### src/osf_config.svh
`ifndef OSF_CONFIG_SVH
`define OSF_CONFIG_SVH

////////////////////////////////////////////////////////////
// oversample front end sizing
////////////////////////////////////////////////////////////

// adc word width, signed two's complement
`define OSF_W_DATA 18

// front panel endpoint word, also the delay register width
`define OSF_W_EP 16

// oversample mode width
// max ratio is 2^(2^W_OSM - 1) = 2^15
`define OSF_W_OSM 4

// number of filter channels
`define OSF_N_CHAN 2

`endif
### src/osf_pkg.sv
`include "osf_config.svh"

package osf_pkg;

	////////////////////////////////////////////////////////////
	// payload and register field types
	////////////////////////////////////////////////////////////

	typedef logic signed [`OSF_W_DATA-1:0] sample_t;		// one adc word
	typedef logic [`OSF_W_EP-1:0] delay_t;					// settling delay in adc samples
	typedef logic [`OSF_W_OSM-1:0] osm_t;					// log2 of oversample ratio
	typedef logic [$clog2(`OSF_N_CHAN)-1:0] chan_t;			// channel tag

	// front panel register select
	typedef enum logic [1:0] {
		CFG_DELAY    = 2'd0,
		CFG_OSM      = 2'd1,
		CFG_ACTIVATE = 2'd2
	} cfg_field_t;

endpackage

### src/oversample_filter.sv
`timescale 1ns/1ps
`include "osf_config.svh"

module oversample_filter (
	input  logic               clk_in,
	input  logic               osf_reset,
	input  osf_pkg::sample_t   data_in,
	input  logic               data_valid_in,	// one cycle per adc word
	input  osf_pkg::delay_t    cycle_delay_in,	// samples to skip between averages
	input  osf_pkg::osm_t      osm_in,			// log2 of oversample ratio
	input  logic               activate_in,
	output osf_pkg::sample_t   data_out,
	output logic               data_valid_out
);
	import osf_pkg::*;

	////////////////////////////////////////////////////////////
	// sizing and state encoding
	////////////////////////////////////////////////////////////

	localparam int MAX_OS = 2**`OSF_W_OSM - 1;			// largest log2 ratio
	localparam int W_SUM  = MAX_OS + $bits(sample_t);	// 33 bits, no overflow at max ratio

	typedef enum logic [1:0] {
		ST_IDLE,		// waiting for activate
		ST_DELAY,		// skip samples while dac/dds settles
		ST_SAMPLE,		// accumulate
		ST_SEND			// result valid for one cycle
	} state_t;

	state_t cur_state;
	state_t next_state;

	logic                    ch_reset;			// system reset or channel off
	logic [MAX_OS:0]         sample_counter;	// words seen in current state
	logic signed [W_SUM-1:0] sum;
	logic signed [W_SUM-1:0] sum_shift;

	assign ch_reset = osf_reset | ~activate_in;

	// mean is the sum shifted down by osm, arithmetic so negatives floor
	assign sum_shift      = sum >>> osm_in;
	assign data_out       = sum_shift[$bits(sample_t)-1:0];
	assign data_valid_out = (cur_state == ST_SEND);

	////////////////////////////////////////////////////////////
	// accumulator and sample count
	////////////////////////////////////////////////////////////

	// cleared every pass through idle and delay
	always_ff @(posedge clk_in) begin
		if (cur_state == ST_IDLE || cur_state == ST_DELAY)
			sum <= '0;
		else if (cur_state == ST_SAMPLE && data_valid_in)
			sum <= sum + W_SUM'(data_in);		// sign extended add
	end

	always_ff @(posedge clk_in) begin
		if (ch_reset)
			sample_counter <= '0;
		else if (cur_state != next_state)
			sample_counter <= '0;				// restart count on every transition
		else if (data_valid_in)
			sample_counter <= sample_counter + 1'b1;
	end

	////////////////////////////////////////////////////////////
	// state machine
	////////////////////////////////////////////////////////////

	always_ff @(posedge clk_in) begin
		if (ch_reset)
			cur_state <= ST_IDLE;
		else
			cur_state <= next_state;
	end

	always_comb begin
		next_state = cur_state;
		case (cur_state)
			ST_IDLE: begin
				if (activate_in)
					next_state = ST_SAMPLE;		// first average skips the delay
			end
			ST_DELAY: begin
				if (sample_counter >= cycle_delay_in)
					next_state = ST_SAMPLE;
			end
			ST_SAMPLE: begin
				if (sample_counter[osm_in])		// 2^osm words in
					next_state = ST_SEND;
			end
			ST_SEND:
				next_state = ST_DELAY;
			default:
				next_state = ST_IDLE;
		endcase
	end

	// a back to back pulse would be added while leaving sample
	a_valid_spacing: assert property (@(posedge clk_in) disable iff (osf_reset)
		data_valid_in |=> !data_valid_in);

endmodule

### config.mk
export PLATFORM = sky130hd
export DESIGN_NAME = oversample_filter
export DESIGN_NICKNAME = d
export VERILOG_FILES = /design/src/osf_pkg.sv /design/src/oversample_filter.sv
export VERILOG_INCLUDE_DIRS = /design/src
export SDC_FILE = /design/constraint.sdc
export NUM_CORES = 1
export LEC_CHECK = 0
export BUFFER_PORTS_ARGS = -buffer_cell sky130_fd_sc_hd__buf_2
export CAP_MARGIN = 0
export CORE_MARGIN = 3
export CORE_UTILIZATION = 40
export DETAILED_ROUTE_END_ITERATION = 7
export SLEW_MARGIN = 25
export SYNTH_ARGS = -nofsm -noshare
export SYNTH_HDL_FRONTEND = slang
export SYNTH_SLANG_ARGS = --single-unit
export TNS_END_PERCENT = 30
### constraint.sdc
create_clock -name clk_in -period 7.5 [get_ports clk_in]
set_input_delay 0.75 -clock clk_in [delete_from_list [all_inputs] [get_ports clk_in]]
set_output_delay 0.75 -clock clk_in [all_outputs]
set_load 0.02 [all_outputs]
==> impl_metrics.json <==
{
  "core_area_um2": 12800,
  "synthDistinctLibCells": 66,
  "synth_nets": 738,
  "dieArea_um2": 14600,
  "io_buffer_count": 60,
  "root_buffer": "clkbuf_16",
  "die_h_um": 121,
  "area.growth.synth_to_final_pct": 9.43,
  "dp_slack_ps": 3890,
  "cp.arrival_ps": 2860,
  "synthArstFlopShare_pct": 0,
  "clock_power_share_pct": 30.9,
  "fin_ws_ps": 3890,
  "power.density_nw_per_um2": 137,
  "hold_class": "reg2reg",
  "overflow": 0,
  "setup_tns_ps": 0,
  "pwr-share-comb_pct": 31.7,
  "setup.worst_path.class": "in2out",
  "period_share_pct": 48.1,
  "hold_viol": 0,
  "ys_seq_area_share_pct": 19.3,
  "cellLeakagePower_nw": 2.62,
  "vias": 4884,
  "switching_share_pct": 35.1,
  "post_cts_resized": 0,
  "hold-worst-slack_ps": 483,
  "num-nets-final": 771,
  "maxSlewViolCount": 0,
  "ir_worst_vdd_mv": 0.0800,
  "rows": 41,
  "max_cap_viol_count": 0,
  "boundaryPins": 61,
  "startpoint_type": "input pin",
  "postRouteWirelength_um": 13300,
  "r2r_cells": 11,
  "n_antenna_cell": 0,
  "cts_tree": "done",
  "wl_per_cell_um": 15.7,
  "via_per_inst": 5.73,
  "postCtsSetupBuffers": 0,
  "gp_congestion": 0.826,
  "cp-end-kind": "output port",
  "synth_seq_cells": 51,
  "clk_pin_slew_ps": 70,
  "reg2reg_to": "sum[26]$_SDFFE_PP0P_",
  "pwr-share-seq_pct": 37.4,
  "drc": 0,
  "cts.htree.levels": 2,
  "fmax_mhz": 277,
  "reg2reg_slack_ps": 4340,
  "period_minus_slack_ps": 3610,
  "r2r-start": "sum[0]$_SDFFE_PP0P_",
  "clk_latency_ps": 310,
  "hold_buffers": 0,
  "yosys_warnings": 0,
  "nFillCells": 1284,
  "syn_inst": 646,
  "hpwl_um": 10300,
  "grt_pass1_wl_um": 22000,
  "syn_area_um2": 5280,
  "grt_use_total_pct": 18.3,
  "tightest_slew_ps": 995,
  "ant_nets": 0,
  "drtIter0Drc": 365,
  "grt_pass1_vias": 4531,
  "hp-start": "sum[32]$_SDFFE_PP0P_",
  "syn_avg_cell_area_um2": 8.18,
  "crit_required_ps": 6750,
  "slew_headroom_pct": 33.6,
  "finalClockSkew_ps": 16.3,
  "grt_max_degree": 68,
  "final_layout_size_suffix_gt1_share_pct": 16.2,
  "initial_utilization_pct": 41.4,
  "clkSinkCount": 51,
  "clock_path_buffers": 2,
  "path_max_fanout": 31,
  "die_w_um": 121,
  "first_pass_iters": 5,
  "p_int_uw": 512,
  "grt_setup_unrepaired": "false",
  "antenna_found_initial": 0,
  "status": "completed",
  "cts_buffers": 5,
  "setup_violations": 0,
  "p_sw_uw": 278,
  "synth_flop_cell": "dfxtp_1",
  "min_delay_path_depth": 1,
  "hold_end": "sum[32]$_SDFFE_PP0P_",
  "synth_edf_count": 0
}
-- kinds of logic (layout without fill, tap and decap cells) --
family,Yosys count,count (layout),synth area share (%)
AOI/OAI and AO/OA,174,174,20.9
xor gates and xnor gates,40,40,6.63
adders and majority gates,50,50,12.0
buffers and inverters,67,101,5.71
DFF,51,51,19.3
muxes,61,61,16.7
and+or+nand+nor,203,203,18.8
-- cells in the mapped netlist (3+ instances only) --
library cell   n  area, um^2
o21ai_0       51         255
xnor2_1       21         184
nor2_1        41         154
nand2_1       63         236
inv_1         29         109
xor2_1        19         166
buf_2          4        20.0
nand4_1       11        68.8
nor2b_1        3        18.8
o21a_1         5        37.5
nor2_2        10        62.6
o2111ai_1      3        26.3
o211ai_1       8        60.1
mux4_2        12         270
nand2b_1       6        37.5
clkbuf_1      20        75.1
buf_6          5        56.3
a21o_1        22         165
mux4_1         6         158
dfxtp_1       51        1020
a31oi_1        6        37.5
nand3_1       41         205
a21oi_1       46         230
nor4_1         3        18.8
mux2_2         7        78.8
ha_1          49         613
buf_1          5        18.8
mux2i_1       35         350
and3_1         4        25.0
and2_1         3        18.8
nor3_1         4        20.0
a211oi_1      10        75.1
-- worst max-delay path by stage --
stage	slack, ps	start	to
5_1_grt	3690	osm_in[0]	data_out[9]
6_report	3890	osm_in[0]	data_out[9]
3_5_place_dp	3890	osm_in[0]	data_out[9]
3_3_place_gp	3940	osm_in[0]	data_out[9]
4_1_cts	3890	osm_in[0]	data_out[9]
2_1_floorplan	4360	osm_in[1]	data_out[0]
-- sequential cells by signal (all words and copies together), names as in the netlist --
register        flops
sample_counter     16
sum                33
cur_state           2
-- through the flow --
step / instance area (um^2) / cells / util [%] / total power [mW]
floorplan: 5280 / 646 / - / 0.489
global placement: 5630 / 844 / 44.1 / 0.546
detailed placement: 5630 / 844 / 44.1 / 0.550
CTS: 5780 / 852 / 45.3 / 0.798
global route: 5780 / 852 / 45.3 / 0.838
finish: 5780 / 852 / 45.3 / 0.790
-- routing by layer --
layer | up-vias | part of all wire (%) | track usage (%)
met2 | 115 | 46 | 29.5
li1 | 2451 | - | -
met3 | 11 | 4.6 | 2.24
met4 | 0 | 1.4 | 5.52
met1 | 2307 | 48 | 25.7
met5 | - | 0 | 0
-- power by group through the flow --
stage	logic, mW	clock network (mW)	registers (mW)
final	0.250	0.244	0.296
after global routing	0.278	0.263	0.298
after CTS	0.249	0.254	0.295
after detailed placement	0.248	0	0.302
after global placement	0.245	0	0.302
after floorplan	0.193	0	0.296
-- cell usage in the layout (no fill, tap or decap), drive strengths merged, types with 3 or more instances in the layout --
| cell type | netlist | layout |
|---|---|---|
| a211oi | 11 | 11 |
| a21o | 22 | 22 |
| a21oi | 47 | 47 |
| a31oi | 7 | 7 |
| and2 | 3 | 3 |
| and3 | 4 | 4 |
| buf | 16 | 62 |
| clkbuf | 20 | 5 |
| clkinv | 2 | 3 |
| dfxtp | 51 | 51 |
| ha | 49 | 49 |
| inv | 29 | 30 |
| mux2 | 7 | 7 |
| mux2i | 35 | 35 |
| mux4 | 19 | 19 |
| nand2 | 63 | 63 |
| nand2b | 6 | 6 |
| nand3 | 41 | 41 |
| nand4 | 11 | 11 |
| nor2 | 51 | 51 |
| nor2b | 3 | 3 |
| nor3 | 4 | 4 |
| nor4 | 3 | 3 |
| o2111ai | 3 | 3 |
| o211ai | 8 | 8 |
| o21a | 5 | 5 |
| o21ai | 52 | 52 |
| o311ai | 3 | 3 |
| xnor2 | 21 | 21 |
| xor2 | 19 | 19 |
-- cell type report --
type                    instances  area (um^2)  area share [%]
multi-input cells             528         3960            68.5
flip-flops and latches         51         1020            17.7
repair buffers                 62          315            5.45
well taps                     172          215            3.72
clock buffers                   5          125            2.16
inverters                      31          116            2.01
clock inverters                 3         27.5           0.476
-- worst max-delay path, cell delays in order --
cell and delay, ps:
buf_2 500, inv_1 510, a211oi_1 310, a21oi_1 100, mux4_2 500, buf_2 170
Power figures use the tool's default switching activity.
