`config.mk`:
```
export PLATFORM = sky130hd
export DESIGN_NAME = adc_sample_rx
export DESIGN_NICKNAME = d
export VERILOG_FILES = /design/src/osf_pkg.sv /design/src/adc_sample_rx.sv
export VERILOG_INCLUDE_DIRS = /design/src
export SDC_FILE = /design/constraint.sdc
export NUM_CORES = 1
export LEC_CHECK = 0
export ABC_CLOCK_PERIOD_IN_PS = 3200
export BUFFER_PORTS_ARGS = -buffer_cell sky130_fd_sc_hd__buf_2
export CAP_MARGIN = 5
export CORE_MARGIN = 2
export CORE_UTILIZATION = 43
export DETAILED_ROUTE_END_ITERATION = 6
export GPL_ROUTABILITY_DRIVEN = 0
export HOLD_SLACK_MARGIN = 0.02
export PLACE_DENSITY = 0.8
export SLEW_MARGIN = 20
export SYNTH_ARGS = -nofsm -noshare
export SYNTH_HDL_FRONTEND = slang
export SYNTH_SLANG_ARGS = --single-unit
```
`constraint.sdc`:
```
create_clock -name clk_in -period 3.2 [get_ports clk_in]
set_clock_uncertainty 0.15 [all_clocks]
set_input_delay 0.16 -clock clk_in [delete_from_list [all_inputs] [get_ports clk_in]]
set_output_delay 0.16 -clock clk_in [all_outputs]
set_load 0.005 [all_outputs]
```
`src/osf_config.svh`:
```
`ifndef OSF_CONFIG_SVH
`define OSF_CONFIG_SVH

////////////////////////////////////////////////////////////
// oversample front end sizing
////////////////////////////////////////////////////////////

// adc word width, signed two's complement
`define OSF_W_DATA 18

// front panel endpoint word, also the delay register width
`define OSF_W_EP 16

// oversample mode width
// max ratio is 2^(2^W_OSM - 1) = 2^15
`define OSF_W_OSM 4

// number of filter channels
`define OSF_N_CHAN 2

`endif
```
`src/osf_pkg.sv`:
```
`include "osf_config.svh"

package osf_pkg;

	////////////////////////////////////////////////////////////
	// payload and register field types
	////////////////////////////////////////////////////////////

	typedef logic signed [`OSF_W_DATA-1:0] sample_t;		// one adc word
	typedef logic [`OSF_W_EP-1:0] delay_t;					// settling delay in adc samples
	typedef logic [`OSF_W_OSM-1:0] osm_t;					// log2 of oversample ratio
	typedef logic [$clog2(`OSF_N_CHAN)-1:0] chan_t;			// channel tag

	// front panel register select
	typedef enum logic [1:0] {
		CFG_DELAY    = 2'd0,
		CFG_OSM      = 2'd1,
		CFG_ACTIVATE = 2'd2
	} cfg_field_t;

endpackage

```
`src/adc_sample_rx.sv`:
```
`timescale 1ns/1ps
`include "osf_config.svh"

module adc_sample_rx (
	input  logic                    clk_in,
	input  logic                    osf_reset,
	input  logic                    adc_req,		// async from converter
	input  osf_pkg::chan_t          adc_chan,
	input  osf_pkg::sample_t        adc_data,
	output logic                    adc_ack,
	output osf_pkg::sample_t        sample_data,
	output logic [`OSF_N_CHAN-1:0]  sample_valid	// one-hot, single cycle
);
	import osf_pkg::*;

	logic req_s1;		// first sync stage
	logic req_s2;		// synchronized req
	logic capture;

	// new word when req seen high and not yet acked
	assign capture = req_s2 & ~adc_ack;

	////////////////////////////////////////////////////////////
	// req sync and ack side of the four phase cycle
	////////////////////////////////////////////////////////////

	always_ff @(posedge clk_in) begin
		if (osf_reset) begin
			req_s1       <= 1'b0;
			req_s2       <= 1'b0;
			adc_ack      <= 1'b0;
			sample_valid <= '0;
		end else begin
			req_s1 <= adc_req;
			req_s2 <= req_s1;
			if (capture)
				adc_ack <= 1'b1;		// rises with the valid pulse
			else if (!req_s2)
				adc_ack <= 1'b0;		// release once req dropped
			for (int i = 0; i < `OSF_N_CHAN; i++)
				sample_valid[i] <= capture && (adc_chan == chan_t'(i));
		end
	end

	// data is stable while req high so no sync needed
	always_ff @(posedge clk_in) begin
		if (capture)
			sample_data <= adc_data;
	end

	// converter must wait for ack to drop before a new req
	a_req_after_ack: assert property (@(posedge clk_in) disable iff (osf_reset)
		$rose(req_s2) |-> !adc_ack);

endmodule

```
==> out/qor.csv, run 1 <==
metric,value,unit
max-slew-margin-rel,53.46,%
via_per_inst,4.451,
worstSetupPathType,register to register,
worstPathCellList,"nor2b_1, buf_4",
cp.arrival,1560,ps
ys_seq_area_share,91.43,%
synth_common_cells,"edfxtp_1 (18), dfxtp_1 (5), and2b_2 (3)",
status,"finished, final reports clean",
dieArea,0.001968,mm2
hold_violations,0,
drive_gt1_share,53.61,%
htreeDepth,1,
cts_tree,built,
yosysWarningCount,0,
start_util,45.98,%
yosysTopAreaCell,edfxtp_1,
core,0.001524,mm2
p_per_area,434.0,mW/mm2
grt.total_usage,16.39,%
cts_root_buffer,clkbuf_4,
grt_pass1_vias,520,
firstDrtPassIters,3,
synth_cell_types,6,
die-height,44.37,um
max_stage_delay,580,ps
routedWlPerCell,13.01,um
slew_violations,0,
ios,43,
cts_buffers,3,
grt_pass1_wl,2.214,mm
syn_inst,29,
hpwl,884.2,um
clkLatencyLatePin,300,ps
synth.most_common_cell,edfxtp_1,
r2r-start,req_s2,
std_cell_rows,14,
vias,503,
crit_buf_inv,1,
antenna_found_initial,0,
layout.nets,120,
hold_start,osf_reset,
syn_to_final_growth,68.21,%
worst_pin_slew,696.6,ps
path_clk_slew,120,ps
ir_drop,0.3908,mV
antenna_left,0,
maxCapViolCount,0,
avgSynthCellArea,24.16,um2
clock-sinks,23,
crit_required,3070,ps
netlist_area,700.7,um2
io_buffers,42,
finalCriticalPeriod,1682,ps
start_kind,register,
dieWidth,44.37,um
setup_viol_count_final,0,
ys_ff_latch,23,
fin_crit_sh,52.56,%
syn_nets,51,
wl,1.470,mm
finalSetupTns,0,ps
cts_resized,0,
setup.worst_path.start,req_s2,
synthArstFlopShare,0,%
diodes,0,
hold_path_class,input port to register,
nFillCells,92,
cts_max_path_buffers,2,
synth_edf_count,18,
synth_ff_type,edfxtp_1,
p_leak,0.0005106,uW
drc,0,
end_kind,register,
grt_max_degree,15,
rsz0062_at_grt,no,
setup_ws,1518,ps
fmax,594.6,MHz
synth_top_area_share,77.14,%
synth_area_leaders,"edfxtp_1 (77%), dfxtp_1 (14%), and2b_2 (3.8%), nor4b_2 (2.1%), and4bb_2 (1.8%)",
cp_max_fo,10,
critPathSlowestCell,nor2b_1,
grt_overflow_total,0,
critPathTopFamily,simple AND/OR/NAND/NOR gates,
whs,46.58,ps
drt_iter0_drc,1,
dp_worst_setup_slack,1507,ps
==> stage by stage <==
step	area (um2)	power [uW]	instances	utilization, %
after floorplan	700.7	346.6	29	-
after global placement	938.4	366.7	88	61.58
after detailed placement	938.4	367.4	88	61.58
after CTS	1179	511.8	113	77.34
after global routing	1179	533.3	113	77.34
final	1179	511.6	113	77.34
==> sequential cells by signal, indices dropped and copies added, names as in the netlist <==
signal and cells:
sample_data 18, req_s2 1, req_s1 1, sample_valid 2
adc_ack 1
==> kinds of logic (layout without fill, tap and decap cells) <==
logic type | after synthesis | after routing | share of synthesized area [%]
buffers and inverters | 0 | 68 | 0
flip-flops | 23 | 23 | 91.43
AND/OR/NAND/NOR | 6 | 6 | 8.572
==> per-layer routing <==
metal / wire (um) / track usage, % / vias up
met4: 0 / 5.455 / 0
met2: 914 / 32.35 / 19
li1: - / - / 246
met5: 0 / 0 / -
met3: 66 / 2.449 / 0
met1: 489 / 17.40 / 238
==> path summary, 6_finish.rpt <==
check	to	slack, ps	cells past startpoint
worst max-delay path	sample_data[7]	1520	2
worst min-delay path	req_s2	50	2
worst max register to register	sample_data[7]	1520	2
worst min register to register	req_s2	310	1
==> power by group <==
part           switching [uW]  internal (uW)  total (uW)
sequential               2.20            331         333
clock                    83.6           47.6         131
combinational            14.8           32.1        46.9
total                     101            411         512
==> worst register-to-register path: cells and delay by family, from the launching register on <==
kind | cells | cell delay [ps]
and+or+nand+nor | 1 | 580
buffers and inverters | 1 | 300
DFF | 1 | 370
==> placed cells by master, fill, tap and decap left out <==
cell type	n
and2b_2	3
dlygate4sd3_1	21
edfxtp_1	18
dfxtp_1	5
buf_2	42
and4bb_2	1
clkinvlp_4	1
nor4b_2	1
buf_4	1
clkbuf_4	3
nor2b_1	1
==> timing repair <==
item,in CTS,in global routing
hold buffers,21,0
buffers inserted,0,0
hold endpoints to repair,20,0
==> cell type report <==
| type | count | area (um2) | area share (%) |
|---|---|---|---|
| Timing Repair Buffer | 64 | 427.9 | 36.31 |
| Sequential cell | 23 | 640.6 | 54.35 |
| Tap cell | 16 | 20.02 | 1.699 |
| Clock inverter | 1 | 7.507 | 0.6369 |
| Clock buffer | 3 | 22.52 | 1.911 |
| Multi-Input combinational cell | 6 | 60.06 | 5.096 |
(Power assumes the default switching activity.)
==> inputs of run 2 (changes only) <==
Settings changed: ABC_CLOCK_PERIOD_IN_PS 3200 to 1600, CORE_UTILIZATION 43 to 40, PLACE_DENSITY 0.8 to 0.75.
Clock period 3.2 ns to 1.6 ns, I/O delays scaled along.
==> out/qor.csv, run 2 (synthesized netlist as in run 1, its figures left out) <==
metric,value,unit,change
status,"finished, final reports clean",,
cts_buffers,3,,unchanged
io_buffers,42,,unchanged
nFillCells,106,,+15%
std_cell_rows,15,,+1
crit_buf_inv,3,,+2
max-slew-margin-rel,85.98,%,+33 points
drt_iter0_drc,1,,unchanged
dieWidth,45.86,um,+3.4%
routedWlPerCell,10.66,um,-18%
ir_drop,0.6882,mV,+76%
worstSetupPathType,input port to register,,
slew_violations,0,,unchanged
hold_violations,0,,unchanged
syn_to_final_growth,71.25,%,
rsz0062_at_grt,no,,
diodes,0,,unchanged
largest_register_ff_count,18,,unchanged
grt_overflow_total,0,,unchanged
finalSetupTns,0,ps,unchanged
whs,338.1,ps,+291.5 ps
start_util,41.48,%,-4.5 points
start_kind,input port,,
htreeDepth,1,,unchanged
drc,0,,unchanged
worst_pin_slew,210.3,ps,-486.4 ps
grt_pass1_wl,1.773,mm,-20%
final_area,0.001200,mm2,+1.8%
via_per_inst,4.233,,-4.9%
finalCriticalPeriod,1442,ps,
post_cts_buffers,0,,unchanged
grt_pass1_vias,448,,-14%
grt.total_usage,12.30,%,-4.1 points
p_leak,0.0005243,uW,+2.7%
vias,491,,-2.4%
crit_required,1640,ps,-1430 ps
p_per_area,834.9,mW/mm2,+92%
firstDrtPassIters,2,,-1
layout.nets,122,,+1.7%
setup_viol_count_final,0,,unchanged
cp.arrival,1490,ps,-70 ps
worst_path_most_repeated_cell,dlygate4sd3_1,,
fin_crit_sh,90.14,%,
maxCapViolCount,0,,unchanged
fmax,693.4,MHz,
end_kind,register,,
path_clk_slew,120,ps,about the same
max_stage_delay,540,ps,-40 ps
final_cell_mix,"buf_2 (42), dlygate4sd3_1 (23), edfxtp_1 (18)",,
regMostFlops,sample_data,,
final_common_cell,buf_2,,
cts_max_path_buffers,2,,unchanged
wl,1.236,mm,-16%
ios,43,,unchanged
worstPathCellList,"dlygate4sd3_1, buf_2, and2b_2, dlygate4sd3_1",,
cp_max_fo,5,,-5
drive_gt1_share,53.54,%,-0.073 points
cts_resized,0,,unchanged
clock-sinks,23,,unchanged
cts_hold_buf,23,,+9.5%
hold_path_class,input port to register,,
antenna_left,0,,unchanged
clkLatencyLatePin,290,ps,about the same
dieArea,0.002103,mm2,+6.8%
dpl_cell_area,942.2,um2,+0.40%
cts_tree,built,,
seq_area,640.6,um2,unchanged
reg_top3,"sample_data: 18 flops, sample_valid: 2 flops",,
critPathSlowestCell,dlygate4sd3_1,,
core,0.001689,mm2,+11%
antenna_found_initial,0,,unchanged
grt_max_degree,19,,+4
multi_input_area,62.56,um2,+4.2%
die-height,45.86,um,+3.4%
cts_root_buffer,clkbuf_4,,
critPathTopFamily,buffers and inverters,,
run 2: power by group:
group	leakage, uW	switching [uW]	total [uW]	internal, uW
logic	0.000301	27.8	95.2	67.4
registers	0.000206	4.51	667	662
clock network	0.0000177	147	240	92.7
total	0.000524	179	1000	823
run 2: worst register-to-register path: cells and delay by family (launching register included):
kind	cells	cell delay, ps
flops	1	360
buf+inv	1	560
simple gates	1	260
run 2: metrics by stage:
stage	power [uW]	std cells	setup WS (ps)	util, %
after detailed placement	734.8	89	424.5	55.78
after global placement	733.5	89	454.9	55.78
after floorplan	693.3	29	201.6	-
after CTS	1017	116	166.1	71.04
after global routing	1051	116	141.1	71.04
final	1002	116	157.8	71.04
run 2: layer usage:
metal / up-vias / track usage, % / wire, um
met3: 2 / 4.762 / 125
li1: 249 / - / -
met4: 0 / 5.143 / 14
met5: - / 0 / 0
met2: 28 / 21.67 / 606
met1: 212 / 12.86 / 489
run 2: final timing paths:
kind	from	to	slack, ps	depth (start not counted)
max	osf_reset	req_s1	160	4
min	adc_data[3]	sample_data[3]	340	2
max reg2reg	adc_ack	sample_valid[0]	230	2
min reg2reg	req_s1	req_s2	350	1
run 2: area by class of cell:
type	instances	area share, %
clock buffers	3	1.877
flip-flops and latches	23	53.39
well taps	17	1.773
repair buffers	66	37.33
multi-input cells	6	5.214
clock inverters	1	0.4171
==> inputs of run 3 (changes only) <==
Settings changed: GPL_TIMING_DRIVEN from default to 0.
==> out/qor.csv, run 3 (synthesized netlist as in run 1, its figures left out) <==
metric,value,unit,change
status,"finished, final reports clean",,
fin_crit_sh,91.62,%,+1.5 points
comb_power_share,9.5,%,about the same
final_cell_mix,"buf_2 (42), dlygate4sd3_1 (23), edfxtp_1 (18)",,
pwr-share-seq,65.6,%,-1.0 points
routedWlPerCell,12.37,um,+16%
antenna_found_initial,0,,unchanged
worst-r2r-setup-slack,160,ps,-70 ps
crit_required,1700,ps,+60 ps
intPower,822.7,uW,about the same
ir_drop,0.6216,mV,-9.7%
die-height,45.86,um,unchanged
r2r-start,adc_ack,,
grt_pass1_wl,2.056,mm,+16%
grt.total_usage,14.85,%,+2.6 points
drive_gt1_share,53.06,%,-0.47 points
p_clk_share,25.0,%,+1.1 points
fmax,682.2,MHz,-1.6%
firstDrtPassIters,3,,+1
hold_violations,0,,unchanged
largest_register_ff_count,18,,unchanged
cts_tree,built,,
core,0.001689,mm2,unchanged
nFillCells,121,,+14%
reg2reg_depth,2,,unchanged
dieWidth,45.86,um,unchanged
cts_buffers,3,,unchanged
vias,517,,+5.3%
holdPathStages,1,,-1
p_sw,195.5,uW,+9.1%
dieArea,0.002103,mm2,unchanged
syn_to_final_growth,70.89,%,
slew_violations,0,,unchanged
antenna_left,0,,unchanged
endpoint,sample_valid[0],,
stdcell_count,115,,-0.86%
end_kind,register,,
clock-sinks,23,,unchanged
finalSetupTns,0,ps,unchanged
dp_worst_setup_slack,11.12,ps,-413.4 ps
start_util,41.48,%,unchanged
netSwitchingFraction,19.20,%,+1.3 points
p_per_area,850.3,mW/mm2,+1.8%
grt_max_degree,19,,unchanged
setup.worst_path.start,adc_chan,,
start_kind,input port,,
grt_overflow_total,0,,unchanged
clkLatencyLatePin,300,ps,about the same
cts_root_buffer,clkbuf_4,,
max-slew-margin-rel,68.52,%,-17 points
p_leak,0.0005203,uW,-0.77%
drc,0,,unchanged
via_per_inst,4.496,,+6.2%
ios,43,,unchanged
maxCapViolCount,0,,unchanged
regMostFlops,sample_data,,
hold_path_class,register to register,,
cp_max_fo,2,,-3
final_common_cell,buf_2,,
dp_cells,88,,-1.1%
worstSetupPathType,input port to register,,
finalCriticalPeriod,1466,ps,+23.64 ps
path_clk_slew,120,ps,about the same
drt_iter0_drc,5,,+4
reg_top3,"sample_data: 18 flops, sample_valid: 2 flops",,
cp.arrival,1570,ps,+80 ps
worst_pin_slew,471.2,ps,+260.9 ps
grt_pass1_vias,484,,+8.0%
io_buffers,42,,unchanged
setup_viol_count_final,0,,unchanged
reg2reg_to,sample_valid[0],,
whs,316.8,ps,-21.24 ps
post_cts_buffers,0,,unchanged
cts_max_path_buffers,2,,unchanged
diodes,0,,unchanged
std_cell_rows,15,,unchanged
layout.nets,121,,-0.82%
htreeDepth,1,,unchanged
setup_ws,134.1,ps,-23.64 ps
wl,1.422,mm,+15%
rsz0062_at_grt,no,,
==> run 3: layer usage <==
metal / track usage, % / vias to the layer above / part of all wire, %
met5: 0 / - / 0
met4: 10.29 / 0 / 1.4
met3: 4.365 / 2 / 8.4
met2: 27.50 / 28 / 56
met1: 13.32 / 239 / 34
li1: - / 248 / -
==> run 3: stage by stage <==
step	power (uW)	util (%)	cell area, um2
detailed placement	733.8	55.33	934.6
CTS	1020	70.89	1197
global placement	731.3	55.33	934.6
finish	1018	70.89	1197
global route	1059	70.89	1197
floorplan	693.3	-	703.2
==> run 3: what timing repair did <==
item,4_1_cts,5_1_grt
hold endpoints to repair,23,0
endpoints found under the setup margin,8,0
resized for setup,1,0
hold buffers,23,0
==> run 3: worst min-delay path by stage <==
stage | endpoint | from | slack [ps]
floorplan | sample_valid[0] | adc_chan | 3
global placement | sample_data[11] | adc_data[11] | 110
detailed placement | sample_data[9] | adc_data[9] | 110
CTS | req_s2 | req_s1 | 310
global route | sample_data[5] | adc_data[5] | 320
finish | req_s2 | req_s1 | 320
==> run 3: final cells by class <==
| class | count | area (um2) | area share, % |
|---|---|---|---|
| Tap cell | 17 | 21.27 | 1.776 |
| Timing Repair Buffer | 65 | 440.4 | 36.78 |
| Sequential cell | 23 | 640.6 | 53.50 |
| Clock inverter | 1 | 5.005 | 0.4180 |
| Multi-Input combinational cell | 6 | 67.56 | 5.643 |
| Clock buffer | 3 | 22.52 | 1.881 |
==> run 3: power groups by stage <==
| stage | clock network (uW) | registers (uW) | logic (uW) |
|---|---|---|---|
| floorplan | 0 | 683 | 10.2 |
| global placement | 0 | 680 | 50.9 |
| detailed placement | 0 | 681 | 52.7 |
| CTS | 256 | 668 | 95.6 |
| global route | 284 | 670 | 105 |
| finish | 254 | 668 | 96.4 |
==> run 3: worst max-delay path: stages <==
cell and delay (ps):
dlygate4sd3_1 530, buf_2 130, nor4b_2 250, dlygate4sd3_1 580
