`config.mk`:
```
export PLATFORM = sky130hd
export DESIGN_NAME = channel_config_regs
export DESIGN_NICKNAME = d
export VERILOG_FILES = /design/src/osf_pkg.sv /design/src/channel_config_regs.sv
export VERILOG_INCLUDE_DIRS = /design/src
export SDC_FILE = /design/constraint.sdc
export NUM_CORES = 1
export LEC_CHECK = 0
export BUFFER_PORTS_ARGS = -buffer_cell sky130_fd_sc_hd__buf_2
export CORE_MARGIN = 2
export CORE_UTILIZATION = 50
export CTS_BUF_LIST = sky130_fd_sc_hd__clkbuf_4
export CTS_CLUSTER_DIAMETER = 200
export CTS_CLUSTER_SIZE = 16
export DETAILED_ROUTE_END_ITERATION = 7
export HOLD_SLACK_MARGIN = 0.03
export MAX_ROUTING_LAYER = met4
export PLACE_DENSITY_LB_ADDON = 0.3
export SETUP_SLACK_MARGIN = 0.02
export SKIP_CTS_REPAIR_TIMING = 1
export SYNTH_ARGS = -nofsm -noshare
export SYNTH_HDL_FRONTEND = slang
export SYNTH_SLANG_ARGS = --single-unit
```
`constraint.sdc`:
```
create_clock -name clk_in -period 1.75 [get_ports clk_in]
set_input_delay 0.175 -clock clk_in [delete_from_list [all_inputs] [get_ports clk_in]]
set_output_delay 0.175 -clock clk_in [all_outputs]
set_load 0.005 [all_outputs]
```
`src/osf_config.svh`:
```
`ifndef OSF_CONFIG_SVH
`define OSF_CONFIG_SVH

////////////////////////////////////////////////////////////
// oversample front end sizing
////////////////////////////////////////////////////////////

// adc word width, signed two's complement
`define OSF_W_DATA 18

// front panel endpoint word, also the delay register width
`define OSF_W_EP 16

// oversample mode width
// max ratio is 2^(2^W_OSM - 1) = 2^15
`define OSF_W_OSM 4

// number of filter channels
`define OSF_N_CHAN 2

`endif
```
`src/osf_pkg.sv`:
```
`include "osf_config.svh"

package osf_pkg;

	////////////////////////////////////////////////////////////
	// payload and register field types
	////////////////////////////////////////////////////////////

	typedef logic signed [`OSF_W_DATA-1:0] sample_t;		// one adc word
	typedef logic [`OSF_W_EP-1:0] delay_t;					// settling delay in adc samples
	typedef logic [`OSF_W_OSM-1:0] osm_t;					// log2 of oversample ratio
	typedef logic [$clog2(`OSF_N_CHAN)-1:0] chan_t;			// channel tag

	// front panel register select
	typedef enum logic [1:0] {
		CFG_DELAY    = 2'd0,
		CFG_OSM      = 2'd1,
		CFG_ACTIVATE = 2'd2
	} cfg_field_t;

endpackage

```
`src/channel_config_regs.sv`:
```
`timescale 1ns/1ps
`include "osf_config.svh"

module channel_config_regs (
	input  logic                                   clk_in,
	input  logic                                   osf_reset,
	input  logic                                   cfg_wr_en,		// front panel write strobe
	input  osf_pkg::chan_t                         cfg_chan,
	input  osf_pkg::cfg_field_t                    cfg_field,
	input  logic [`OSF_W_EP-1:0]                   cfg_data,
	output osf_pkg::delay_t [`OSF_N_CHAN-1:0]      cycle_delay,
	output osf_pkg::osm_t [`OSF_N_CHAN-1:0]        osm,
	output logic [`OSF_N_CHAN-1:0]                 activate
);
	import osf_pkg::*;

	logic [`OSF_N_CHAN-1:0] chan_sel;		// decoded write target

	always_comb begin
		for (int i = 0; i < `OSF_N_CHAN; i++)
			chan_sel[i] = cfg_wr_en && (cfg_chan == chan_t'(i));
	end

	////////////////////////////////////////////////////////////
	// per channel settings
	////////////////////////////////////////////////////////////

	// everything clears on reset, channels come up deactivated
	always_ff @(posedge clk_in) begin
		if (osf_reset) begin
			cycle_delay <= '0;
			osm         <= '0;
			activate    <= '0;
		end else begin
			for (int i = 0; i < `OSF_N_CHAN; i++) begin
				if (chan_sel[i]) begin
					case (cfg_field)
						CFG_DELAY:    cycle_delay[i] <= cfg_data;
						CFG_OSM:      osm[i] <= cfg_data[`OSF_W_OSM-1:0];	// low bits only
						CFG_ACTIVATE: activate[i] <= cfg_data[0];
						default:      ;		// unused field code, ignore
					endcase
				end
			end
		end
	end

endmodule

```
==> results of run 1 <==
## cell families after synthesis
group | Yosys count | share of synthesized area [%]
buffers and inverters | 13 | 4.53
flip-flops | 42 | 46.8
multiplexers | 42 | 23.4
AND/OR/NAND/NOR | 66 | 25.3
## layer usage
metal / GRT usage (%) / share of wire, %
met4: 7.34 / 1.7
met3: 5.63 / 6.3
met2: 31.0 / 46
met1: 23.6 / 46
met5: - / 0
## how the worst max path moves through the flow
stage	slack [ns]	from	to	cells past startpoint
finish	0.74	cycle_delay[24]	cycle_delay[24]	1
global route	0.68	osm[2]	osm[2]	1
CTS	0.73	cycle_delay[24]	cycle_delay[24]	1
detailed placement	0.43	cfg_chan	cycle_delay[5]	3
global placement	0.47	cfg_chan	cycle_delay[9]	3
floorplan	0.45	cfg_chan	cycle_delay[10]	5
## layout by cell type, fill, tap and decap left out
cell type,instances
sky130_fd_sc_hd__nand4b_1,2
sky130_fd_sc_hd__nand4bb_1,2
sky130_fd_sc_hd__mux2i_1,42
sky130_fd_sc_hd__clkbuf_4,5
sky130_fd_sc_hd__bufinv_16,1
sky130_fd_sc_hd__or4b_4,1
sky130_fd_sc_hd__nor4bb_1,1
sky130_fd_sc_hd__buf_4,4
sky130_fd_sc_hd__buf_2,63
sky130_fd_sc_hd__and4bb_1,1
sky130_fd_sc_hd__nor4b_2,1
sky130_fd_sc_hd__clkinv_2,2
sky130_fd_sc_hd__dfxtp_1,42
sky130_fd_sc_hd__nand2b_1,58
## synthesized netlist by cell type
| cell type | n | area [µm²] |
|---|---|---|
| sky130_fd_sc_hd__nand2b_1 | 58 | 363 |
| sky130_fd_sc_hd__dfxtp_1 | 42 | 841 |
| sky130_fd_sc_hd__mux2i_1 | 42 | 420 |
| sky130_fd_sc_hd__clkbuf_1 | 9 | 33.8 |
| sky130_fd_sc_hd__buf_6 | 2 | 22.5 |
| sky130_fd_sc_hd__nand4b_1 | 2 | 17.5 |
| sky130_fd_sc_hd__nand4bb_1 | 2 | 22.5 |
| sky130_fd_sc_hd__and4bb_1 | 1 | 12.5 |
| sky130_fd_sc_hd__buf_12 | 1 | 20.0 |
| sky130_fd_sc_hd__buf_2 | 1 | 5.00 |
| sky130_fd_sc_hd__nor4b_2 | 1 | 15.0 |
| sky130_fd_sc_hd__nor4bb_1 | 1 | 10.0 |
| sky130_fd_sc_hd__or4b_4 | 1 | 13.8 |
## stage by stage
| step | total power [mW] | setup WS [ns] | util, % | cell area [µm²] | hold WS [ns] |
|---|---|---|---|---|---|
| 6_report | 1.74 | 0.742 | 64.8 | 2200 | 0.103 |
| 5_1_grt | 1.81 | 0.683 | 64.8 | 2200 | 0.102 |
| 4_1_cts | 1.76 | 0.727 | 64.8 | 2200 | 0.0928 |
| 3_5_place_dp | 1.17 | 0.435 | 62.5 | 2120 | 0.462 |
| 3_3_place_gp | 1.16 | 0.472 | 62.5 | 2120 | 0.454 |
| 2_1_floorplan | 1.11 | 0.450 | - | 1800 | 0.351 |
## registers in the layout, summed over array words and instances (netlist names)
register / flops
osm: 8
cycle_delay: 32
activate: 2
## power groups by stage
stage          clock (mW)  sequential (mW)  combinational, mW
5_1_grt             0.651            0.990              0.173
4_1_cts             0.610            0.987              0.158
2_1_floorplan           0             1.01             0.0954
3_5_place_dp            0             1.01              0.157
6_report            0.597            0.987              0.157
3_3_place_gp            0             1.01              0.151
## tightest hold or removal path: cells and delay by family
kind | cells | cell delay (ns)
mux | 1 | 0.07
buf+inv | 1 | 0.09
simple gates | 1 | 0.08
## area by class of cell
class	instances	area share, %
Tap cell	46	2.62
Timing Repair Buffer	67	15.7
Clock inverter	3	1.82
Sequential cell	42	38.3
Clock buffer	5	1.71
Multi-Input combinational cell	108	39.8
==> impl_results.rst, run 1 <==
.. list-table::
   :header-rows: 1

   * - Metric
     - Value
   * - Slack of the worst reg-to-reg path
     - 1.12 ns
   * - Hold Path Stages
     - 3
   * - First-pass iteration count of the detailed router
     - 4
   * - Static Leak
     - roughly 1.1 nW
   * - Part of the total power dissipated in sequential elements
     - 56.7%
   * - Total vias in the final route
     - roughly 1300
   * - Post-Layout Cell Count
     - between 200 and 300
   * - Critical path buffer and inverter count
     - 1
   * - Clk Latency, worst-skew pair
     - 0.34 ns
   * - Synth Register Bits
     - 42
   * - Worst hold path class
     - in -> reg
   * - Required @ worst endpoint
     - 1.57 ns
   * - P_sw
     - 0.386 mW
   * - H-tree levels
     - 2
   * - Fraction of final layout cells with drive strength greater than 1
     - 34.2%
   * - Iter 0 DRT Violations
     - 40
   * - Final number of hold-violating endpoints
     - 0
   * - Area taken by flip-flops and latches
     - ~840 µm²
   * - Number of instances in the placed design
     - 263
   * - Gate power share
     - 9.0%
   * - Total of max-cap violations
     - 0
   * - Die width
     - 63.9 µm
   * - Total standard cell area after synthesis
     - 0.00180 mm²
   * - Hold path startpoint
     - cfg_data[9]
   * - Number of nets with antenna violations after routing
     - 0
   * - Reg-to-reg critical path endpoint
     - cycle_delay[17]
   * - Clock tree from TritonCTS
     - yes
   * - Net total in the final layout
     - 246
   * - GRT Util Overall
     - 19.5%
   * - PwrDens
     - 793 mW/mm²
   * - Buffers added on ports
     - 63
   * - First-pass GRT wire length
     - 5960 µm
   * - Core region area
     - 0.00339 mm²
   * - Share of total power in the clock network
     - approximately a third
   * - Hold-critical path endpoint
     - cycle_delay[9]
   * - Max incr delay on CP
     - 0.36 ns
   * - Layout-stage area growth over the synthesis result
     - 22.2%
   * - Worst max-slew margin expressed relative to the limit
     - 70.8%
   * - Run status
     - complete, no violations
   * - Clock sinks
     - 42
   * - Final routed wire length divided by cell count
     - 13.3 µm
   * - Post-synthesis net count
     - approximately 190
   * - Worst reg-to-reg path cell count
     - 2
   * - Reg2Reg Launch Point
     - cycle_delay[17]
   * - Unrepaired setup endpoints after global routing
     - no
   * - CTS clock-pin slew for the worst setup and hold paths
     - 0.12 ns
   * - Final-layout setup total negative slack
     - 0 ns
   * - Total I/O pin count
     - 64
   * - Half-perimeter wire length after placement
     - roughly 2700 µm
   * - Worst Path Class, Setup
     - reg -> out
   * - Gate count of the mapped netlist
     - roughly 160
   * - Number of filler instances in the final layout
     - 272
   * - Final Max Slew Viols
     - 0
   * - Kind of cell adding the most delay to the critical path
     - flip-flops
   * - Sequential area share after synthesis
     - between 40% and 50%
   * - Total global routing overflow
     - 0
   * - Element type at the critical path start
     - register
   * - Slowest cell on the critical path
     - sky130_fd_sc_hd__dfxtp_1
   * - Area of the multi-input gates
     - 875 µm²
   * - Number of global-route vias before repair
     - ~1300
   * - Fin crit period
     - roughly 1.0 ns
   * - Number of antenna violations at the first check in global routing
     - 0
   * - CP max FO
     - 2
   * - Clock Tree Root
     - sky130_fd_sc_hd__clkbuf_4
   * - Sequence of cells on the critical path
     - buf_2
   * - Crit path DAT
     - 0.83 ns
   * - Number of unique standard cell types used by synthesis
     - 13
   * - Maximum ir drop on the vdd rail
     - 0.000479 V
   * - Maximum clock insertion buffer count
     - 2
   * - Least-Margin Pin Slew
     - 0.432 ns
   * - Starting density of the core
     - 53.0%
   * - Internal power
     - 1.36 mW
   * - Total detailed-routing wirelength
     - 3600 µm
   * - Drt via density
     - about 4.9
   * - Number of buffers added by the clock tree synthesis step
     - 5
   * - Syn. warnings
     - 0
   * - Clock Skew
     - 0 ns
   * - Largest net degree at the start of global routing
     - 24
   * - Setup violation total in the final timing report
     - 0
   * - Fraction of power spent switching nets
     - between 20 and 25%
   * - Standard-cell row count
     - 21
   * - Post-route clock period utilization
     - 57.6%
   * - Mean instance size in the synthesized netlist
     - roughly 11 µm²
   * - DRC viols
     - 0
   * - Placer Congestion
     - 0.708
   * - Total inserted antenna cells
     - 0
   * - Crit path capture type
     - output port
   * - Area of the die
     - 0.00409 mm²
   * - Vertical extent of the die
     - 63.9 µm
   * - Achievable clock frequency
     - about 0.99 GHz
(Power assumes the default switching activity.)
==> inputs of run 2 (changes only) <==
--- a/config.mk
+++ b/config.mk
@@ -6,9 +6,10 @@
 export SDC_FILE = /design/constraint.sdc
 export NUM_CORES = 1
 export LEC_CHECK = 0
+export ABC_AREA = 1
 export BUFFER_PORTS_ARGS = -buffer_cell sky130_fd_sc_hd__buf_2
 export CORE_MARGIN = 2
-export CORE_UTILIZATION = 50
+export CORE_UTILIZATION = 46
 export CTS_BUF_LIST = sky130_fd_sc_hd__clkbuf_4
 export CTS_CLUSTER_DIAMETER = 200
 export CTS_CLUSTER_SIZE = 16
==> constraint.sdc (replaced) <==
create_clock -name clk_in -period 0.8 [get_ports clk_in]
set_input_delay 0.08 -clock clk_in [delete_from_list [all_inputs] [get_ports clk_in]]
set_output_delay 0.08 -clock clk_in [all_outputs]
set_load 0.005 [all_outputs]
==> run 2 against run 1 <==
Compared with the run above:
- the flow now finishes with violations (setup timing)
- sequential power is 120% higher
- clock skew stayed put
- cell count is 38% higher
- utilization is 0.27 points lower
- highest routed layer unchanged
- largest power group unchanged
- global-route usage is 0.45 points lower
- cell area is 9.2% higher
- non-clock buffer count is 10 higher
- register-to-register slack worse by 1.1 ns
- die area is 8.6% higher
- via count is 39% higher
- combinational power grew to 3.8 times the previous value
==> impl_results.rst, run 2 <==
.. list-table::
   :header-rows: 1

   * - Metric
     - Value
   * - Number of global-route vias before repair
     - about 1500
   * - Number of enable flip-flop cells after synthesis
     - 0
   * - Slowest cell on the critical path
     - sky130_fd_sc_hd__dfxtp_2
   * - Achievable clock frequency
     - 1.11 GHz
   * - Sequence of cells on the critical path
     - buf_6
   * - Total standard cell area after synthesis
     - roughly 0.0018 mm²
   * - DRC viols
     - 0
   * - Part of the total power dissipated in sequential elements
     - 57.3%
   * - Die width
     - 66.7 µm
   * - Element type at the critical path start
     - register
   * - Most frequent standard cell in the layout excluding fill and tap cells
     - sky130_fd_sc_hd__nor2_1
   * - Placer Congestion
     - 0.811
   * - Required @ worst endpoint
     - 0.72 ns
   * - Core region area
     - 0.00372 mm²
   * - Largest Register
     - cycle_delay
   * - Maximum ir drop on the vdd rail
     - around 0.0012 V
   * - Fraction of final layout cells with drive strength greater than 1
     - 39.6%
   * - Clock Skew
     - 0 ns
   * - Pwr Total
     - ~3.9 mW
   * - Fraction of power spent switching nets
     - 27.1%
   * - Total vias in the final route
     - 1827
   * - Layout-stage area growth over the synthesis result
     - 32.8%
   * - Setup violation total in the final timing report
     - 42
   * - Clock tree from TritonCTS
     - yes
   * - Final Max Slew Viols
     - 0
   * - GRT Util Overall
     - 19.1%
   * - Failing checks
     - setup timing
   * - Iter 0 DRT Violations
     - 168
   * - Leading post-synthesis cells by cell area
     - sky130_fd_sc_hd__dfxtp_1, sky130_fd_sc_hd__nand3_1, sky130_fd_sc_hd__nor2_1, sky130_fd_sc_hd__a21oi_1, sky130_fd_sc_hd__nand2_1
   * - Unrepaired setup endpoints after global routing
     - yes
   * - Crit path capture type
     - output port
   * - Kind of cell adding the most delay to the critical path
     - flip-flops
   * - Top library cells by usage in the layout, fill and taps aside
     - sky130_fd_sc_hd__nor2_1, sky130_fd_sc_hd__buf_2, sky130_fd_sc_hd__nand2_1
   * - Number of nets with antenna violations after routing
     - 0
   * - Clock sinks
     - 42
   * - Run status
     - finished, violations left
   * - Number of unique standard cell types used by synthesis
     - 13
   * - First-pass GRT wire length
     - 6310 µm
   * - Number of antenna violations at the first check in global routing
     - 0
   * - Total detailed-routing wirelength
     - 4190 µm
   * - Crit path setup slack, layout
     - -0.102 ns
   * - Total global routing overflow
     - 0
   * - Setup WS pre-CTS
     - -0.0963 ns
   * - Sequential area share after synthesis
     - 46.6%
   * - Final number of hold-violating endpoints
     - 0
   * - Final routed wire length divided by cell count
     - 11.2 µm
   * - Net total in the final layout
     - ~350
   * - Cell area after placement
     - 0.00218 mm²
   * - Standard-cell row count
     - 22
   * - Total I/O pin count
     - 64
   * - Maximum clock insertion buffer count
     - 2
   * - Internal power
     - 2.82 mW
   * - Static Leak
     - 1.21 nW
   * - Commonest cells in the synthesized netlist
     - sky130_fd_sc_hd__nor2_1, sky130_fd_sc_hd__nand2_1, sky130_fd_sc_hd__dfxtp_1, sky130_fd_sc_hd__nand3_1, sky130_fd_sc_hd__a21oi_1
   * - Design area
     - 0.00240 mm²
   * - CP max FO
     - 2
   * - Synth Register Bits
     - 42
   * - Drt via density
     - ~4.9
   * - Worst max-slew margin expressed relative to the limit
     - between 70% and 80%
   * - Fin crit period
     - 0.902 ns
   * - Async S/R FF share, synth
     - 0%
   * - Clk Latency, worst-skew pair
     - between 0.3 and 0.4 ns
   * - P_sw
     - between 1 and 1.5 mW
   * - H-tree levels
     - 2
   * - PwrDens
     - about 1600 mW/mm²
   * - Vertical extent of the die
     - between 60 and 70 µm
   * - Gate count of the mapped netlist
     - 259
   * - Total inserted antenna cells
     - 0
   * - Syn. warnings
     - 0
   * - Top FF cell, synth
     - sky130_fd_sc_hd__dfxtp_1
   * - Post-route clock period utilization
     - 113%
   * - Buffers added on ports
     - 63
   * - Clock Tree Root
     - sky130_fd_sc_hd__clkbuf_4
   * - Top cell type's share of synthesized area
     - 46.6%
   * - Most common cell in the netlist
     - sky130_fd_sc_hd__nor2_1
   * - Number of buffers added by the clock tree synthesis step
     - 5
   * - Worst hold path class
     - in -> reg
   * - Largest registers ranked by flip-flop count
     - cycle_delay x32, osm x8, activate x2
   * - Critical path buffer and inverter count
     - 1
   * - CTS clock-pin slew for the worst setup and hold paths
     - 0.13 ns
   * - Share of total power in the clock network
     - between 20% and 30%
   * - Gate power share
     - ~15%
   * - Area leader, netlist
     - sky130_fd_sc_hd__dfxtp_1
   * - Number of instances in the placed design
     - 360
   * - Worst Path Class, Setup
     - reg -> out
   * - Largest net degree at the start of global routing
     - 49
   * - Final Hold Slack
     - 0.0471 ns
   * - Total of max-cap violations
     - 0
   * - First-pass iteration count of the detailed router
     - 4
   * - Crit path DAT
     - 0.82 ns
   * - Post-Layout Cell Count
     - approximately 370
   * - Half-perimeter wire length after placement
     - 2720 µm
   * - Least-Margin Pin Slew
     - 0.299 ns
   * - Mean instance size in the synthesized netlist
     - around 7.0 µm²
   * - Area of the die
     - around 0.0044 mm²
   * - Number of flip-flops under the largest register name
     - 32
   * - Max incr delay on CP
     - 0.37 ns
   * - Post-synthesis net count
     - roughly 280
   * - Starting density of the core
     - 48.6%
run 2: kinds of logic (layout without fill, tap and decap cells):
kind of cell	after synthesis	in the layout	synth area share [%]
AOI/OAI and AO/OA	34	34	9.42
and+or+nand+nor	143	143	33.2
DFF	42	42	46.6
buffers and inverters	40	107	10.8
run 2: worst min-delay path: cells and delay by family:
| family | cells | cell delay (ns) |
|---|---|---|
| buffers and inverters | 2 | 0.11 |
| AND/OR/NAND/NOR | 3 | 0.18 |
run 2: through the flow:
step	setup TNS [ns]	utilization, %
2_1_floorplan	0	-
3_5_place_dp	-2.89	58.6
5_1_grt	-5.06	64.5
3_3_place_gp	-2.63	58.6
6_report	-3.46	64.5
4_1_cts	-4.28	60.2
run 2: cell type report:
type                            count  area (µm²)
Clock buffer                        6        45.0
Clock inverter                      2        13.8
Multi-Input combinational cell    177         769
Sequential cell                    42         893
Fill cell                         353        1320
Timing Repair Buffer               77         533
Tap cell                           48        60.1
Inverter                           22        82.6
run 2: path summary, 6_finish.rpt:
| check | to | start | slack, ns | depth (start not counted) |
|---|---|---|---|---|
| hold reg to reg | osm[4] | osm[4] | 0.48 | 2 |
| setup reg to reg | cycle_delay[31] | cycle_delay[31] | 0.04 | 3 |
| setup / recovery | cycle_delay[24] | cycle_delay[24] | -0.10 | 1 |
| hold / removal | cycle_delay[21] | cfg_data[5] | 0.05 | 5 |
run 2: routing by layer:
| layer | vias to the layer above | share of wire [%] | GRT usage [%] |
|---|---|---|---|
| li1 | 953 | - | - |
| met3 | 5 | 6.5 | 3.55 |
| met2 | 67 | 46 | 28.4 |
| met5 | - | 0 | - |
| met4 | 0 | 1.3 | 7.65 |
| met1 | 802 | 46 | 25.7 |
run 2: power groups by stage:
| stage | sequential, mW | combinational, mW | clock, mW |
|---|---|---|---|
| 2_1_floorplan | 2.25 | 0.342 | 0 |
| 3_3_place_gp | 2.25 | 0.550 | 0 |
| 3_5_place_dp | 2.25 | 0.556 | 0 |
| 4_1_cts | 2.20 | 0.557 | 1.08 |
| 5_1_grt | 2.23 | 0.668 | 1.19 |
| 6_report | 2.22 | 0.594 | 1.06 |
==> inputs of run 3 (changes only) <==
--- a/config.mk
+++ b/config.mk
@@ -16,7 +16,7 @@
 export DETAILED_ROUTE_END_ITERATION = 7
 export HOLD_SLACK_MARGIN = 0.03
 export MAX_ROUTING_LAYER = met4
-export PLACE_DENSITY_LB_ADDON = 0.3
+export PLACE_DENSITY_LB_ADDON = 0.1
 export SETUP_SLACK_MARGIN = 0.02
 export SKIP_CTS_REPAIR_TIMING = 1
 export SYNTH_ARGS = -nofsm -noshare
==> run 3 against run 2 <==
Compared with the run above:
- the run still ends with setup timing left
- wire length down 1.6%
- hold slack better by 0.0062 ns
- sequential cell count unchanged
- via count down 3.1%
- sequential power about the same
==> impl_results.rst, run 3 (synthesis gave the netlist of run 2 again) <==
.. list-table::
   :header-rows: 1

   * - Metric
     - Value
   * - Run status
     - finished, violations left
   * - Failing checks
     - setup timing
   * - Crit path setup slack, layout
     - -0.0874 ns
   * - Maximum ir drop on the vdd rail
     - 0.000797 V
   * - DRC viols
     - 0
   * - Clk Latency, worst-skew pair
     - between 0.3 and 0.4 ns
   * - Largest net degree at the start of global routing
     - 39
   * - Maximum clock insertion buffer count
     - 2
   * - Number of flip-flops under the largest register name
     - 32
   * - Area of the die
     - 0.00444 mm²
   * - Total inserted antenna cells
     - 0
   * - CP startpoint
     - cycle_delay[7]
   * - Post-route clock period utilization
     - 111%
   * - Number of global-route vias before repair
     - between 1500 and 2000
   * - Slack of the worst reg-to-reg path
     - 0.10 ns
   * - P_sw
     - 1.03 mW
   * - Required @ worst endpoint
     - slightly above 0.7 ns
   * - Share of total power in the clock network
     - 27.1%
   * - Clock tree from TritonCTS
     - yes
   * - Core region area
     - roughly 0.0037 mm²
   * - Number of buffers added by the clock tree synthesis step
     - 5
   * - Worst max-slew margin expressed relative to the limit
     - between 80% and 90%
   * - Starting density of the core
     - 48.6%
   * - Part of the total power dissipated in sequential elements
     - 57.5%
   * - Worst hold path class
     - in -> reg
   * - Worst Path Class, Setup
     - reg -> out
   * - Unrepaired setup endpoints after global routing
     - yes
   * - Fin crit period
     - 0.887 ns
   * - CP max FO
     - 2
   * - Crit path DAT
     - around 0.81 ns
   * - Worst reg-to-reg path cell count
     - 3
   * - Static Leak
     - between 1 and 1.5 nW
   * - Final Hold Slack
     - 0.0533 ns
   * - Buffers added on ports
     - 63
   * - Die width
     - 66.7 µm
   * - Setup violation total in the final timing report
     - 42
   * - Total I/O pin count
     - 64
   * - Reg-to-reg critical path endpoint
     - cycle_delay[25]
   * - Clock Tree Root
     - sky130_fd_sc_hd__clkbuf_4
   * - Critical path buffer and inverter count
     - 1
   * - Sequence of cells on the critical path
     - buf_2
   * - GRT Util Overall
     - around 20%
   * - H-tree levels
     - 2
   * - Reg2Reg Launch Point
     - cycle_delay[25]
   * - Crit path capture type
     - output port
   * - CTS clock-pin slew for the worst setup and hold paths
     - 0.12 ns
   * - End-of-flow core utilization
     - 64.4%
   * - Setup WS pre-CTS
     - -0.0935 ns
   * - Least-Margin Pin Slew
     - between 0.2 and 0.3 ns
   * - Kind of cell adding the most delay to the critical path
     - flip-flops
   * - Vertical extent of the die
     - 66.7 µm
   * - Fraction of power spent switching nets
     - between 20% and 30%
   * - Final Max Slew Viols
     - 0
   * - Worst setup endpoint
     - cycle_delay[7]
   * - Number of antenna violations at the first check in global routing
     - 0
   * - Total of max-cap violations
     - 0
   * - Clock Skew
     - 0 ns
   * - WP depth
     - 1
   * - First-pass GRT wire length
     - 6510 µm
   * - Net total in the final layout
     - 344
   * - Element type at the critical path start
     - register
   * - Fraction of final layout cells with drive strength greater than 1
     - about two fifths
   * - Placer Congestion
     - 0.782
   * - Total detailed-routing wirelength
     - about 4000 µm
   * - Gate power share
     - roughly 15%
   * - Total vias in the final route
     - 1770
   * - Total global routing overflow
     - 0
   * - Internal power
     - between 2 and 3 mW
   * - PwrDens
     - 1610 mW/mm²
   * - Drt via density
     - 4.77
   * - Achievable clock frequency
     - 1.13 GHz
   * - Clock sinks
     - 42
   * - Largest registers ranked by flip-flop count
     - cycle_delay x32, osm x8, activate x2
   * - Largest Register
     - cycle_delay
   * - Final routed wire length divided by cell count
     - 11.1 µm
   * - Standard-cell row count
     - 22
   * - Top library cells by usage in the layout, fill and taps aside
     - sky130_fd_sc_hd__nor2_1, sky130_fd_sc_hd__buf_2, sky130_fd_sc_hd__nand2_1
   * - Number of nets with antenna violations after routing
     - 0
   * - Slowest cell on the critical path
     - sky130_fd_sc_hd__dfxtp_2
   * - First-pass iteration count of the detailed router
     - 5
   * - Iter 0 DRT Violations
     - roughly 120
   * - Half-perimeter wire length after placement
     - about 2800 µm
   * - Final number of hold-violating endpoints
     - 0
   * - Most frequent standard cell in the layout excluding fill and tap cells
     - sky130_fd_sc_hd__nor2_1
   * - Max incr delay on CP
     - between 0.3 and 0.4 ns
   * - Layout-stage area growth over the synthesis result
     - 32.6%
[run 3: cell types whose count changed in the layout (fill, tap and decap cells not counted), sizes merged]
cell  delta
buf      -3
[run 3: metrics by stage]
step,instance area (µm²),std cells,TNS (ns),power [mW]
final,2390,371,-3.11,3.86
after global routing,2390,371,-4.61,4.06
after CTS,2240,369,-4.09,3.85
after detailed placement,2190,361,-3.20,2.81
after global placement,2190,361,-2.61,2.80
after floorplan,1810,259,0,2.60
[run 3: cell type report]
| cell class | count | area [µm²] |
|---|---|---|
| fill | 363 | 1320 |
| clock inverter | 2 | 13.8 |
| timing repair buffer | 74 | 529 |
| inverter | 22 | 82.6 |
| tap | 48 | 60.1 |
| clock buffer | 6 | 45.0 |
| sequential | 42 | 893 |
| multi-input combinational | 177 | 769 |
[run 3: worst min-delay path by stage]
| stage | from | endpoint | slack [ns] | depth (start not counted) |
|---|---|---|---|---|
| after floorplan | osf_reset | cycle_delay[3] | 0.30 | 3 |
| after global placement | cfg_data[6] | cycle_delay[6] | 0.41 | 5 |
| after detailed placement | cfg_data[15] | cycle_delay[15] | 0.42 | 5 |
| after CTS | cfg_data[12] | cycle_delay[28] | 0.05 | 5 |
| after global routing | cfg_data[15] | cycle_delay[31] | 0.07 | 5 |
| final | cfg_data[15] | cycle_delay[31] | 0.05 | 5 |
[run 3: power by group through the flow]
| stage | registers, mW | clock network (mW) | logic, mW |
|---|---|---|---|
| after floorplan | 2.25 | 0 | 0.342 |
| after global placement | 2.25 | 0 | 0.558 |
| after detailed placement | 2.25 | 0 | 0.563 |
| after CTS | 2.20 | 1.08 | 0.564 |
| after global routing | 2.23 | 1.16 | 0.670 |
| final | 2.22 | 1.05 | 0.593 |
[run 3: metal layers]
layer	vias to the layer above	routed length, µm	track usage [%]
li1	949	-	-
met1	757	1930	23.8
met2	57	1830	31.5
met3	7	304	5.24
met4	0	57	6.89
met5	-	0	-
